$ cat src/microrocPkg.sv
package microrocPkg;

    //////////////////////////////////////////////////
    // Word and field types
    //////////////////////////////////////////////////
    typedef logic [15:0] ctrlWordT;   // Host control word, opcode on top
    typedef logic [3:0]  opcodeT;     // ctrlWordT[15:12]
    typedef logic [11:0] ctrlValT;    // ctrlWordT[11:0]
    typedef logic [9:0]  dacCodeT;    // Threshold DAC code
    typedef logic [7:0]  headerT;     // Chip header
    typedef logic [5:0]  chanT;       // Channel index 0..63
    typedef logic [1:0]  asicCountT;  // Chained ASICs minus one
    typedef logic [2:0]  wbAdrT;      // Wishbone word address

    // Opcodes
    localparam opcodeT OP_DAC0      = 4'd1;
    localparam opcodeT OP_DAC1      = 4'd2;
    localparam opcodeT OP_DAC2      = 4'd3;
    localparam opcodeT OP_HEADER    = 4'd4;
    localparam opcodeT OP_ASIC_NUM  = 4'd5;
    localparam opcodeT OP_MODE      = 4'd6;  // Bit 0 set means slow control
    localparam opcodeT OP_READ_CHAN = 4'd7;
    localparam opcodeT OP_LOAD      = 4'd10; // Kicks off a shift

    // Register map
    localparam wbAdrT ADR_CMD    = 3'd0;  // Write side
    localparam wbAdrT ADR_STATUS = 3'd0;  // Read side
    localparam wbAdrT ADR_DAC0   = 3'd1;
    localparam wbAdrT ADR_DAC1   = 3'd2;
    localparam wbAdrT ADR_DAC2   = 3'd3;
    localparam wbAdrT ADR_HEADER = 3'd4;
    localparam wbAdrT ADR_CONFIG = 3'd5;  // Mode, ASIC field, read channel

    //////////////////////////////////////////////////
    // Frame shape and pin timing
    //////////////////////////////////////////////////
    localparam int SC_FRAME_BITS   = 38;  // Header + 3 DACs
    localparam int READ_FRAME_BITS = 64;  // One bit per channel
    localparam int SC_PAD_BITS     = READ_FRAME_BITS - SC_FRAME_BITS;
    localparam int BIT_CYCLES      = 4;   // Clocks per shifted bit
    localparam int RSTB_CYCLES     = 4;   // Register reset length

    typedef logic [READ_FRAME_BITS-1:0] frameT;  // Left aligned, MSB out first
    typedef logic [5:0] bitIdxT;                 // Bit position inside a frame
    typedef logic [2:0] cycCntT;                 // Clock count within a phase

    // Power-up parameter values
    localparam dacCodeT   DAC_RST        = 10'd0;
    localparam headerT    HEADER_RST     = 8'hA1;
    localparam asicCountT ASIC_NUM_RST   = 2'd0;
    localparam logic      SC_OR_READ_RST = 1'b1;  // Slow control
    localparam chanT      READ_CHAN_RST  = 6'd0;

    // Decoded parameter bank
    typedef struct packed {
        dacCodeT   dac0;
        dacCodeT   dac1;
        dacCodeT   dac2;
        headerT    header;
        asicCountT asicNum;
        logic      scOrRead;  // 1 slow control, 0 read register
        chanT      readChan;
    } scParamT;

    typedef enum logic [1:0] {
        IDLE,
        RSTB,
        SHIFT,
        DONE
    } scStateT;

endpackage

$ cat src/wbCmdPort.sv
module wbCmdPort (
    input  logic                  Clk,
    input  logic                  rst,
    // Wishbone classic slave
    input  logic                  wbCyc,
    input  logic                  wbStb,
    input  logic                  wbWe,
    input  microrocPkg::wbAdrT    wbAdr,
    input  microrocPkg::ctrlWordT wbDatW,
    output logic [15:0]           wbDatR,
    output logic                  wbAck,
    // Readback sources
    input  microrocPkg::scParamT  params,
    input  logic                  loadBusy,
    input  logic                  configDone,
    // Towards the decoder
    output logic                  cmdValid,
    output microrocPkg::ctrlWordT cmdWord,
    input  logic                  cmdReady
);

    logic        cycActive;  // Request not yet acked
    logic        wrCmd;      // Control word write
    logic        takeCmd;    // Word goes into the holding register
    logic        cmdFull;
    logic [15:0] rdData;

    assign cycActive = wbCyc && wbStb && !wbAck;  // Ack gates off the second clock
    assign wrCmd     = cycActive && wbWe && (wbAdr == microrocPkg::ADR_CMD);
    // Room when empty or when the old word leaves this clock
    assign takeCmd   = wrCmd && (!cmdFull || cmdReady);
    assign cmdValid  = cmdFull;

    //////////////////////////////////////////////////
    // Single entry command buffer and ack
    //////////////////////////////////////////////////
    always_ff @(posedge Clk) begin
        if (rst) begin
            wbAck   <= 1'b0;
            cmdFull <= 1'b0;
        end else begin
            wbAck <= cycActive && (!wrCmd || takeCmd);  // Full buffer holds the ack back
            if (takeCmd)
                cmdFull <= 1'b1;
            else if (cmdReady)
                cmdFull <= 1'b0;  // Handed to decoder
        end
    end

    always_ff @(posedge Clk) begin
        if (takeCmd)
            cmdWord <= wbDatW;
    end

    //////////////////////////////////////////////////
    // Readback mux
    //////////////////////////////////////////////////
    always_comb begin
        case (wbAdr)
            microrocPkg::ADR_STATUS: rdData = {14'd0, configDone, loadBusy};
            microrocPkg::ADR_DAC0:   rdData = {6'd0, params.dac0};
            microrocPkg::ADR_DAC1:   rdData = {6'd0, params.dac1};
            microrocPkg::ADR_DAC2:   rdData = {6'd0, params.dac2};
            microrocPkg::ADR_HEADER: rdData = {8'd0, params.header};
            microrocPkg::ADR_CONFIG: begin
                // Channel in 13:8, ASIC field in 2:1, mode in 0
                rdData = {2'd0, params.readChan, 5'd0, params.asicNum, params.scOrRead};
            end
            default:                 rdData = 16'd0;  // Unmapped
        endcase
    end

    // Data lines up with the ack
    always_ff @(posedge Clk) begin
        if (cycActive && !wbWe)
            wbDatR <= rdData;
    end

endmodule

$ cat src/ctrlWordDecoder.sv
module ctrlWordDecoder (
    input  logic                  Clk,
    input  logic                  rst,
    // From the host port
    input  logic                  cmdValid,
    input  microrocPkg::ctrlWordT cmdWord,
    output logic                  cmdReady,
    // Serializer side
    input  logic                  loadBusy,
    output microrocPkg::scParamT  params,
    output logic                  loadReq
);

    microrocPkg::opcodeT  opcode;
    microrocPkg::ctrlValT value;
    logic                 isLoad;
    logic                 loadStall;  // Load word has to wait
    logic                 accept;     // Word transfer this clock

    //////////////////////////////////////////////////
    // Word split and handshake
    //////////////////////////////////////////////////
    assign opcode = cmdWord[15:12];
    assign value  = cmdWord[11:0];
    assign isLoad = (opcode == microrocPkg::OP_LOAD);

    // A pending pulse counts as busy too,
    // the serializer sees it only one clock later
    assign loadStall = isLoad && (loadBusy || loadReq);
    assign cmdReady  = !loadStall;  // Parameter words never stall
    assign accept    = cmdValid && cmdReady;

    //////////////////////////////////////////////////
    // Parameter bank
    //////////////////////////////////////////////////
    always_ff @(posedge Clk) begin
        if (rst) begin
            params.dac0     <= microrocPkg::DAC_RST;
            params.dac1     <= microrocPkg::DAC_RST;
            params.dac2     <= microrocPkg::DAC_RST;
            params.header   <= microrocPkg::HEADER_RST;
            params.asicNum  <= microrocPkg::ASIC_NUM_RST;
            params.scOrRead <= microrocPkg::SC_OR_READ_RST;  // Slow control
            params.readChan <= microrocPkg::READ_CHAN_RST;
        end else if (accept) begin
            case (opcode)
                microrocPkg::OP_DAC0: begin
                    params.dac0 <= value[9:0];
                end
                microrocPkg::OP_DAC1: begin
                    params.dac1 <= value[9:0];
                end
                microrocPkg::OP_DAC2: begin
                    params.dac2 <= value[9:0];
                end
                microrocPkg::OP_HEADER: begin
                    params.header <= value[7:0];
                end
                microrocPkg::OP_ASIC_NUM: begin
                    params.asicNum <= value[1:0];  // Chain length minus one
                end
                microrocPkg::OP_MODE: begin
                    params.scOrRead <= value[0];  // 0 selects read register
                end
                microrocPkg::OP_READ_CHAN: begin
                    params.readChan <= value[5:0];
                end
                default: begin
                    // Load word or unknown opcode, bank untouched
                end
            endcase
        end
    end

    //////////////////////////////////////////////////
    // Load request
    //////////////////////////////////////////////////
    // One clock wide, never while a shift runs
    always_ff @(posedge Clk) begin
        if (rst)
            loadReq <= 1'b0;
        else
            loadReq <= accept && isLoad;
    end

endmodule

$ cat src/scSerializer.sv
module scSerializer (
    input  logic                 Clk,
    input  logic                 rst,
    input  microrocPkg::scParamT params,
    input  logic                 loadReq,
    output logic                 loadBusy,
    // Microroc daisy chain pins
    output logic                 select,      // 1 slow control, 0 read register
    output logic                 srRstb,      // Register reset, active low
    output logic                 srCk,
    output logic                 srIn,
    output logic                 configDone
);

    microrocPkg::scStateT   state;
    microrocPkg::scParamT   snap;      // Parameters frozen at load
    microrocPkg::frameT     frame;     // Frame built from the snapshot
    microrocPkg::frameT     shiftReg;
    microrocPkg::bitIdxT    bitCnt;
    microrocPkg::bitIdxT    lastBit;
    microrocPkg::asicCountT asicCnt;
    microrocPkg::cycCntT    cycCnt;    // Clock within reset or bit period
    logic                   rstbEnd;
    logic                   bitEnd;
    logic                   frameEnd;
    logic                   chainEnd;

    //////////////////////////////////////////////////
    // Frame build
    //////////////////////////////////////////////////
    always_comb begin
        if (snap.scOrRead) begin
            // Header, DAC2, DAC1, DAC0, each MSB first
            frame = {snap.header, snap.dac2, snap.dac1, snap.dac0,
                     {microrocPkg::SC_PAD_BITS{1'b0}}};
        end else begin
            frame = microrocPkg::frameT'(1) << snap.readChan;  // One-hot read register
        end
    end

    assign lastBit = snap.scOrRead ? microrocPkg::bitIdxT'(microrocPkg::SC_FRAME_BITS - 1)
                                   : microrocPkg::bitIdxT'(microrocPkg::READ_FRAME_BITS - 1);

    // Period ends
    assign rstbEnd  = (state == microrocPkg::RSTB) &&
                      (cycCnt == microrocPkg::cycCntT'(microrocPkg::RSTB_CYCLES - 1));
    assign bitEnd   = (state == microrocPkg::SHIFT) &&
                      (cycCnt == microrocPkg::cycCntT'(microrocPkg::BIT_CYCLES - 1));
    assign frameEnd = bitEnd && (bitCnt == lastBit);
    assign chainEnd = frameEnd && (asicCnt == snap.asicNum);  // Last ASIC done

    //////////////////////////////////////////////////
    // FSM
    //////////////////////////////////////////////////
    always_ff @(posedge Clk) begin
        if (rst) begin
            state <= microrocPkg::IDLE;
        end else begin
            case (state)
                microrocPkg::IDLE,
                microrocPkg::DONE: if (loadReq) state <= microrocPkg::RSTB;
                microrocPkg::RSTB: if (rstbEnd) state <= microrocPkg::SHIFT;
                microrocPkg::SHIFT: if (chainEnd) state <= microrocPkg::DONE;
                default: state <= microrocPkg::IDLE;
            endcase
        end
    end

    // Phase, bit and ASIC counters
    always_ff @(posedge Clk) begin
        if (rst) begin
            cycCnt  <= '0;
            bitCnt  <= '0;
            asicCnt <= '0;
        end else begin
            case (state)
                microrocPkg::RSTB: begin
                    cycCnt  <= rstbEnd ? '0 : cycCnt + 1'b1;
                    bitCnt  <= '0;
                    asicCnt <= '0;
                end
                microrocPkg::SHIFT: begin
                    cycCnt <= bitEnd ? '0 : cycCnt + 1'b1;
                    if (bitEnd)
                        bitCnt <= frameEnd ? '0 : bitCnt + 1'b1;  // Wrap per ASIC
                    if (frameEnd)
                        asicCnt <= asicCnt + 1'b1;
                end
                default: begin
                    cycCnt <= '0;
                end
            endcase
        end
    end

    //////////////////////////////////////////////////
    // Snapshot and shift register
    //////////////////////////////////////////////////
    always_ff @(posedge Clk) begin
        if (loadReq && !loadBusy)
            snap <= params;  // Later bank writes wait for the next load
        if (rstbEnd || (frameEnd && !chainEnd))
            shiftReg <= frame;  // Fresh copy for each chained ASIC
        else if (bitEnd)
            shiftReg <= shiftReg << 1;
    end

    //////////////////////////////////////////////////
    // Pin decode
    //////////////////////////////////////////////////
    assign loadBusy   = (state == microrocPkg::RSTB) || (state == microrocPkg::SHIFT);
    assign configDone = (state == microrocPkg::DONE);  // Held until next load
    assign srRstb     = (state != microrocPkg::RSTB);
    // High for last two clocks of a bit, srIn settled two clocks before
    assign srCk       = (state == microrocPkg::SHIFT) &&
                        (cycCnt >= microrocPkg::cycCntT'(microrocPkg::BIT_CYCLES - 2));
    assign srIn       = (state == microrocPkg::SHIFT) && shiftReg[microrocPkg::READ_FRAME_BITS-1];
    assign select     = loadBusy ? snap.scOrRead : params.scOrRead;  // Live mode while idle

endmodule

$ cat src/microrocScTop.sv
module microrocScTop (
    input  logic                  Clk,
    input  logic                  rst,
    // Host bus
    input  logic                  wbCyc,
    input  logic                  wbStb,
    input  logic                  wbWe,
    input  microrocPkg::wbAdrT    wbAdr,
    input  microrocPkg::ctrlWordT wbDatW,
    output logic [15:0]           wbDatR,
    output logic                  wbAck,
    // ASIC chain
    output logic                  select,
    output logic                  srRstb,
    output logic                  srCk,
    output logic                  srIn,
    output logic                  configDone
);

    logic                  cmdValid;
    microrocPkg::ctrlWordT cmdWord;
    logic                  cmdReady;
    microrocPkg::scParamT  params;    // Live parameter bank
    logic                  loadReq;
    logic                  loadBusy;

    //////////////////////////////////////////////////
    // Host port, decoder, serializer
    //////////////////////////////////////////////////
    wbCmdPort u_wbCmdPort (
        .Clk       (Clk),
        .rst       (rst),
        .wbCyc     (wbCyc),
        .wbStb     (wbStb),
        .wbWe      (wbWe),
        .wbAdr     (wbAdr),
        .wbDatW    (wbDatW),
        .wbDatR    (wbDatR),
        .wbAck     (wbAck),
        .params    (params),
        .loadBusy  (loadBusy),    // Status bit 0
        .configDone(configDone),  // Status bit 1
        .cmdValid  (cmdValid),
        .cmdWord   (cmdWord),
        .cmdReady  (cmdReady)
    );

    ctrlWordDecoder u_ctrlWordDecoder (
        .Clk     (Clk),
        .rst     (rst),
        .cmdValid(cmdValid),
        .cmdWord (cmdWord),
        .cmdReady(cmdReady),
        .loadBusy(loadBusy),
        .params  (params),
        .loadReq (loadReq)
    );

    scSerializer u_scSerializer (
        .Clk       (Clk),
        .rst       (rst),
        .params    (params),
        .loadReq   (loadReq),
        .loadBusy  (loadBusy),
        .select    (select),
        .srRstb    (srRstb),
        .srCk      (srCk),
        .srIn      (srIn),
        .configDone(configDone)
    );

endmodule

$ cat config.mk
export PLATFORM = sky130hd
export DESIGN_NAME = microrocScTop
export DESIGN_NICKNAME = d
export VERILOG_FILES = /design/src/microrocPkg.sv /design/src/wbCmdPort.sv /design/src/ctrlWordDecoder.sv /design/src/scSerializer.sv /design/src/microrocScTop.sv
export SDC_FILE = /design/constraint.sdc
export NUM_CORES = 1
export LEC_CHECK = 0
export BUFFER_PORTS_ARGS = -buffer_cell sky130_fd_sc_hd__buf_2
export CAP_MARGIN = 20
export CORE_MARGIN = 3
export CORE_UTILIZATION = 38
export CTS_CLUSTER_SIZE = 14
export DETAILED_ROUTE_END_ITERATION = 16
export GPL_TIMING_DRIVEN = 0
export PLACE_DENSITY_LB_ADDON = 0.08
export SYNTH_ARGS = -nofsm -noshare
export SYNTH_HDL_FRONTEND = slang
export SYNTH_SLANG_ARGS = --single-unit
$ cat constraint.sdc
create_clock -name Clk -period 6.6 [get_ports Clk]
set_clock_uncertainty 0.2 [all_clocks]
set_input_delay 0.66 -clock Clk [delete_from_list [all_inputs] [get_ports Clk]]
set_output_delay 0.66 -clock Clk [all_outputs]
set_load 0.1 [all_outputs]
==> flow_metrics.tcl <==
set metrics [dict create \
    seq_area_mm2 0.005435 \
    cts_tree "yes" \
    worstSkewPairLatency_ns 0.52 \
    globalplace.congestion 0.8176 \
    fin_ws_ns 2.897 \
    cp.arrival_ns 2.84 \
    instances_no_fill 1074 \
    clock-sinks 202 \
    cap_violations 0 \
    yosys.cell_types.count 49 \
    layout_commonest_cell "edfxtp_1" \
    grt_use_total_pct 16.43 \
    power.leakage_nw 3.811 \
    die_h_um 159.5 \
    hold_viol_final 0 \
    initial_core_util_pct 39.06 \
    vias 5465 \
    cts_buffers 24 \
    clk_pin_slew_ns 0.06 \
    io_pins 46 \
    cp_max_fo 10 \
    place_hpwl_um 15490 \
    cellPowerDensity_mw_per_mm2 259.0 \
    pwr-share-clk_pct 45.9 \
    rsz0062_at_grt "false" \
    firstDrtPassIters 4 \
    syn-mean-instance-area_um2 13.32 \
    die_area_mm2 0.02543 \
    path_class "reg -> out" \
    synth_edf_count 139 \
    post-place-ws_ns 3.402 \
    p_comb_share_pct 3.8 \
    fin_crit_sh_pct 56.11 \
    end_kind "output pin" \
    ys.warnings.count 0 \
    switchingPower_w 0.0006036 \
    drt_iter0_drc 381 \
    routed_wl_um 21250 \
    cts-root-buf "clkbuf_16" \
    hold_class "in -> reg" \
    synthToLayoutAreaGrowth_pct 15.46 \
    fmax_ghz 0.2701 \
    cts_hold_buffers 0 \
    ys_seq_elements 202 \
    fp.dieW_um 159.5 \
    synth_cells 672 \
    drive_above_1_share_pct 20.76 \
    synth_flop_cell "edfxtp_1" \
    tightest_slew_ns 1.059 \
    vias_per_cell 5.088 \
    grt_pass1_wl_um 32930 \
    core_mm2 0.02292 \
    intPower_w 0.002073 \
    outcome "completed" \
    setup_viol_count_final 0 \
    place_inst 1030 \
    cts_setup_buffers 0 \
    multi_input_area_mm2 0.003201 \
    port_buffers 40 \
    ys_seq_area_share_pct 60.72 \
    gr-total-overflow 0 \
    setup_tns_ns 0 \
    ant_nets 0 \
    wl_per_cell_um 19.79 \
    fillers 2104 \
    cts_resized 0 \
    drv_slew 0 \
    slew_headroom_pct 29.23 \
    drcViolationCount 0 \
    synthArstFlopShare_pct 0 \
    fin_crit_ns 3.703 \
    core.rowCount 55 \
    synth_area_mm2 0.008951 \
    sequentialPowerShare_pct 50.3 \
    critPathLaunchType "register" \
    layout_common_cells "edfxtp_1, nor2_1, dfxtp_1" \
    grt_max_degree 65 \
    grt_pass1_vias 5505 \
    htree_levels 1 \
    num-nets-final 774 \
    cts_buffer_depth 3 \
    critPathRequiredTime_ns 5.74 \
    diodes 0 \
    switching_share_pct 22.55 \
    final_core_util_pct 45.10 \
    ir_drop_mv 0.1788 \
    antenna_found_initial 0 \
]
[area by class of cell]
type / count / area share [%]
plain buffers: 37 / 2.518
repair buffers: 44 / 2.324
well taps: 313 / 3.789
multi-input cells: 416 / 30.97
flip-flops and latches: 202 / 52.59
clock buffers: 30 / 6.332
clock inverters: 14 / 0.8232
inverters: 18 / 0.6538
[critical path, cell delays in order, from the launching register on]
cell      delay [ns]
edfxtp_1        0.47
clkbuf_1        0.31
buf_1           0.45
clkbuf_1        0.42
mux2_2          0.25
buf_2           0.42
[synthesized netlist by cell type, types with 12 or more instances]
cell | n | area (um^2)
and2_1 | 13 | 81.33
mux2_2 | 12 | 135.1
mux2_4 | 51 | 765.7
edfxtp_1 | 139 | 4174
nor2_1 | 79 | 296.5
clkbuf_1 | 23 | 86.33
dfxtp_1 | 63 | 1261
inv_1 | 18 | 67.56
o21ai_0 | 29 | 145.1
nor3_1 | 14 | 70.07
nand2_1 | 45 | 168.9
mux2i_1 | 58 | 580.6
a22o_1 | 21 | 183.9
[power groups by stage]
stage | clock network, W | registers, W | logic, W
final | 0.00123 | 0.00135 | 0.000101
after global routing | 0.00130 | 0.00135 | 0.000108
after CTS | 0.00126 | 0.00135 | 0.000102
after detailed placement | 0 | 0.00137 | 0.000102
after global placement | 0 | 0.00137 | 0.0000993
after floorplan | 0 | 0.00139 | 0.0000576
[kinds of logic after synthesis]
logic type,Yosys count,share of synthesized area (%)
and+or+nand+nor,197,10.37
muxes,128,17.68
xor gates and xnor gates,3,0.2936
buffers and inverters,55,3.662
DFF,202,60.72
AOI/OAI and AO/OA,79,6.248
other,1,0.04189
adders and majority gates,7,0.9784
[flip-flops by register name (all words and copies together), names as in the netlist]
register,cells
u_ctrlWordDecoder.loadReq,1
u_ctrlWordDecoder.params,47
u_scSerializer.asicCnt,2
u_scSerializer.bitCnt,6
u_scSerializer.cycCnt,3
u_scSerializer.shiftReg,64
u_scSerializer.snap,47
u_scSerializer.state,2
u_wbCmdPort.cmdValid,1
u_wbCmdPort.cmdWord,14
u_wbCmdPort.wbAck,1
u_wbCmdPort.wbDatR,14
[path summary, 6_finish.rpt]
kind,cells after the start,from,endpoint,slack [ns]
setup / recovery,5,u_scSerializer.snap[6],select,2.90
hold / removal,1,wbDatW[6],u_wbCmdPort.cmdWord[6],0.11
setup reg to reg,8,u_scSerializer.cycCnt[1],u_scSerializer.shiftReg[55],3.83
hold reg to reg,1,u_scSerializer.cycCnt[0],u_scSerializer.cycCnt[0],0.23
[metrics by stage]
stage / hold WS (ns) / total power, W / area (um^2)
5_1_grt: 0.09594 / 0.002759 / 10330
2_1_floorplan: 0.1992 / 0.001446 / 8955
3_5_place_dp: 0.2229 / 0.001475 / 9595
4_1_cts: 0.08863 / 0.002706 / 10330
3_3_place_gp: 0.2083 / 0.001473 / 9547
6_report: 0.1117 / 0.002677 / 10330
[routing by layer]
layer	global-route usage [%]	up-vias	wire [um]
met3	2.784	38	788
met1	23.26	2700	10190
li1	-	2613	-
met4	4.457	0	519
met5	0	-	0
met2	26.20	114	9756
Note: power is estimated with default switching activity, not from simulation.
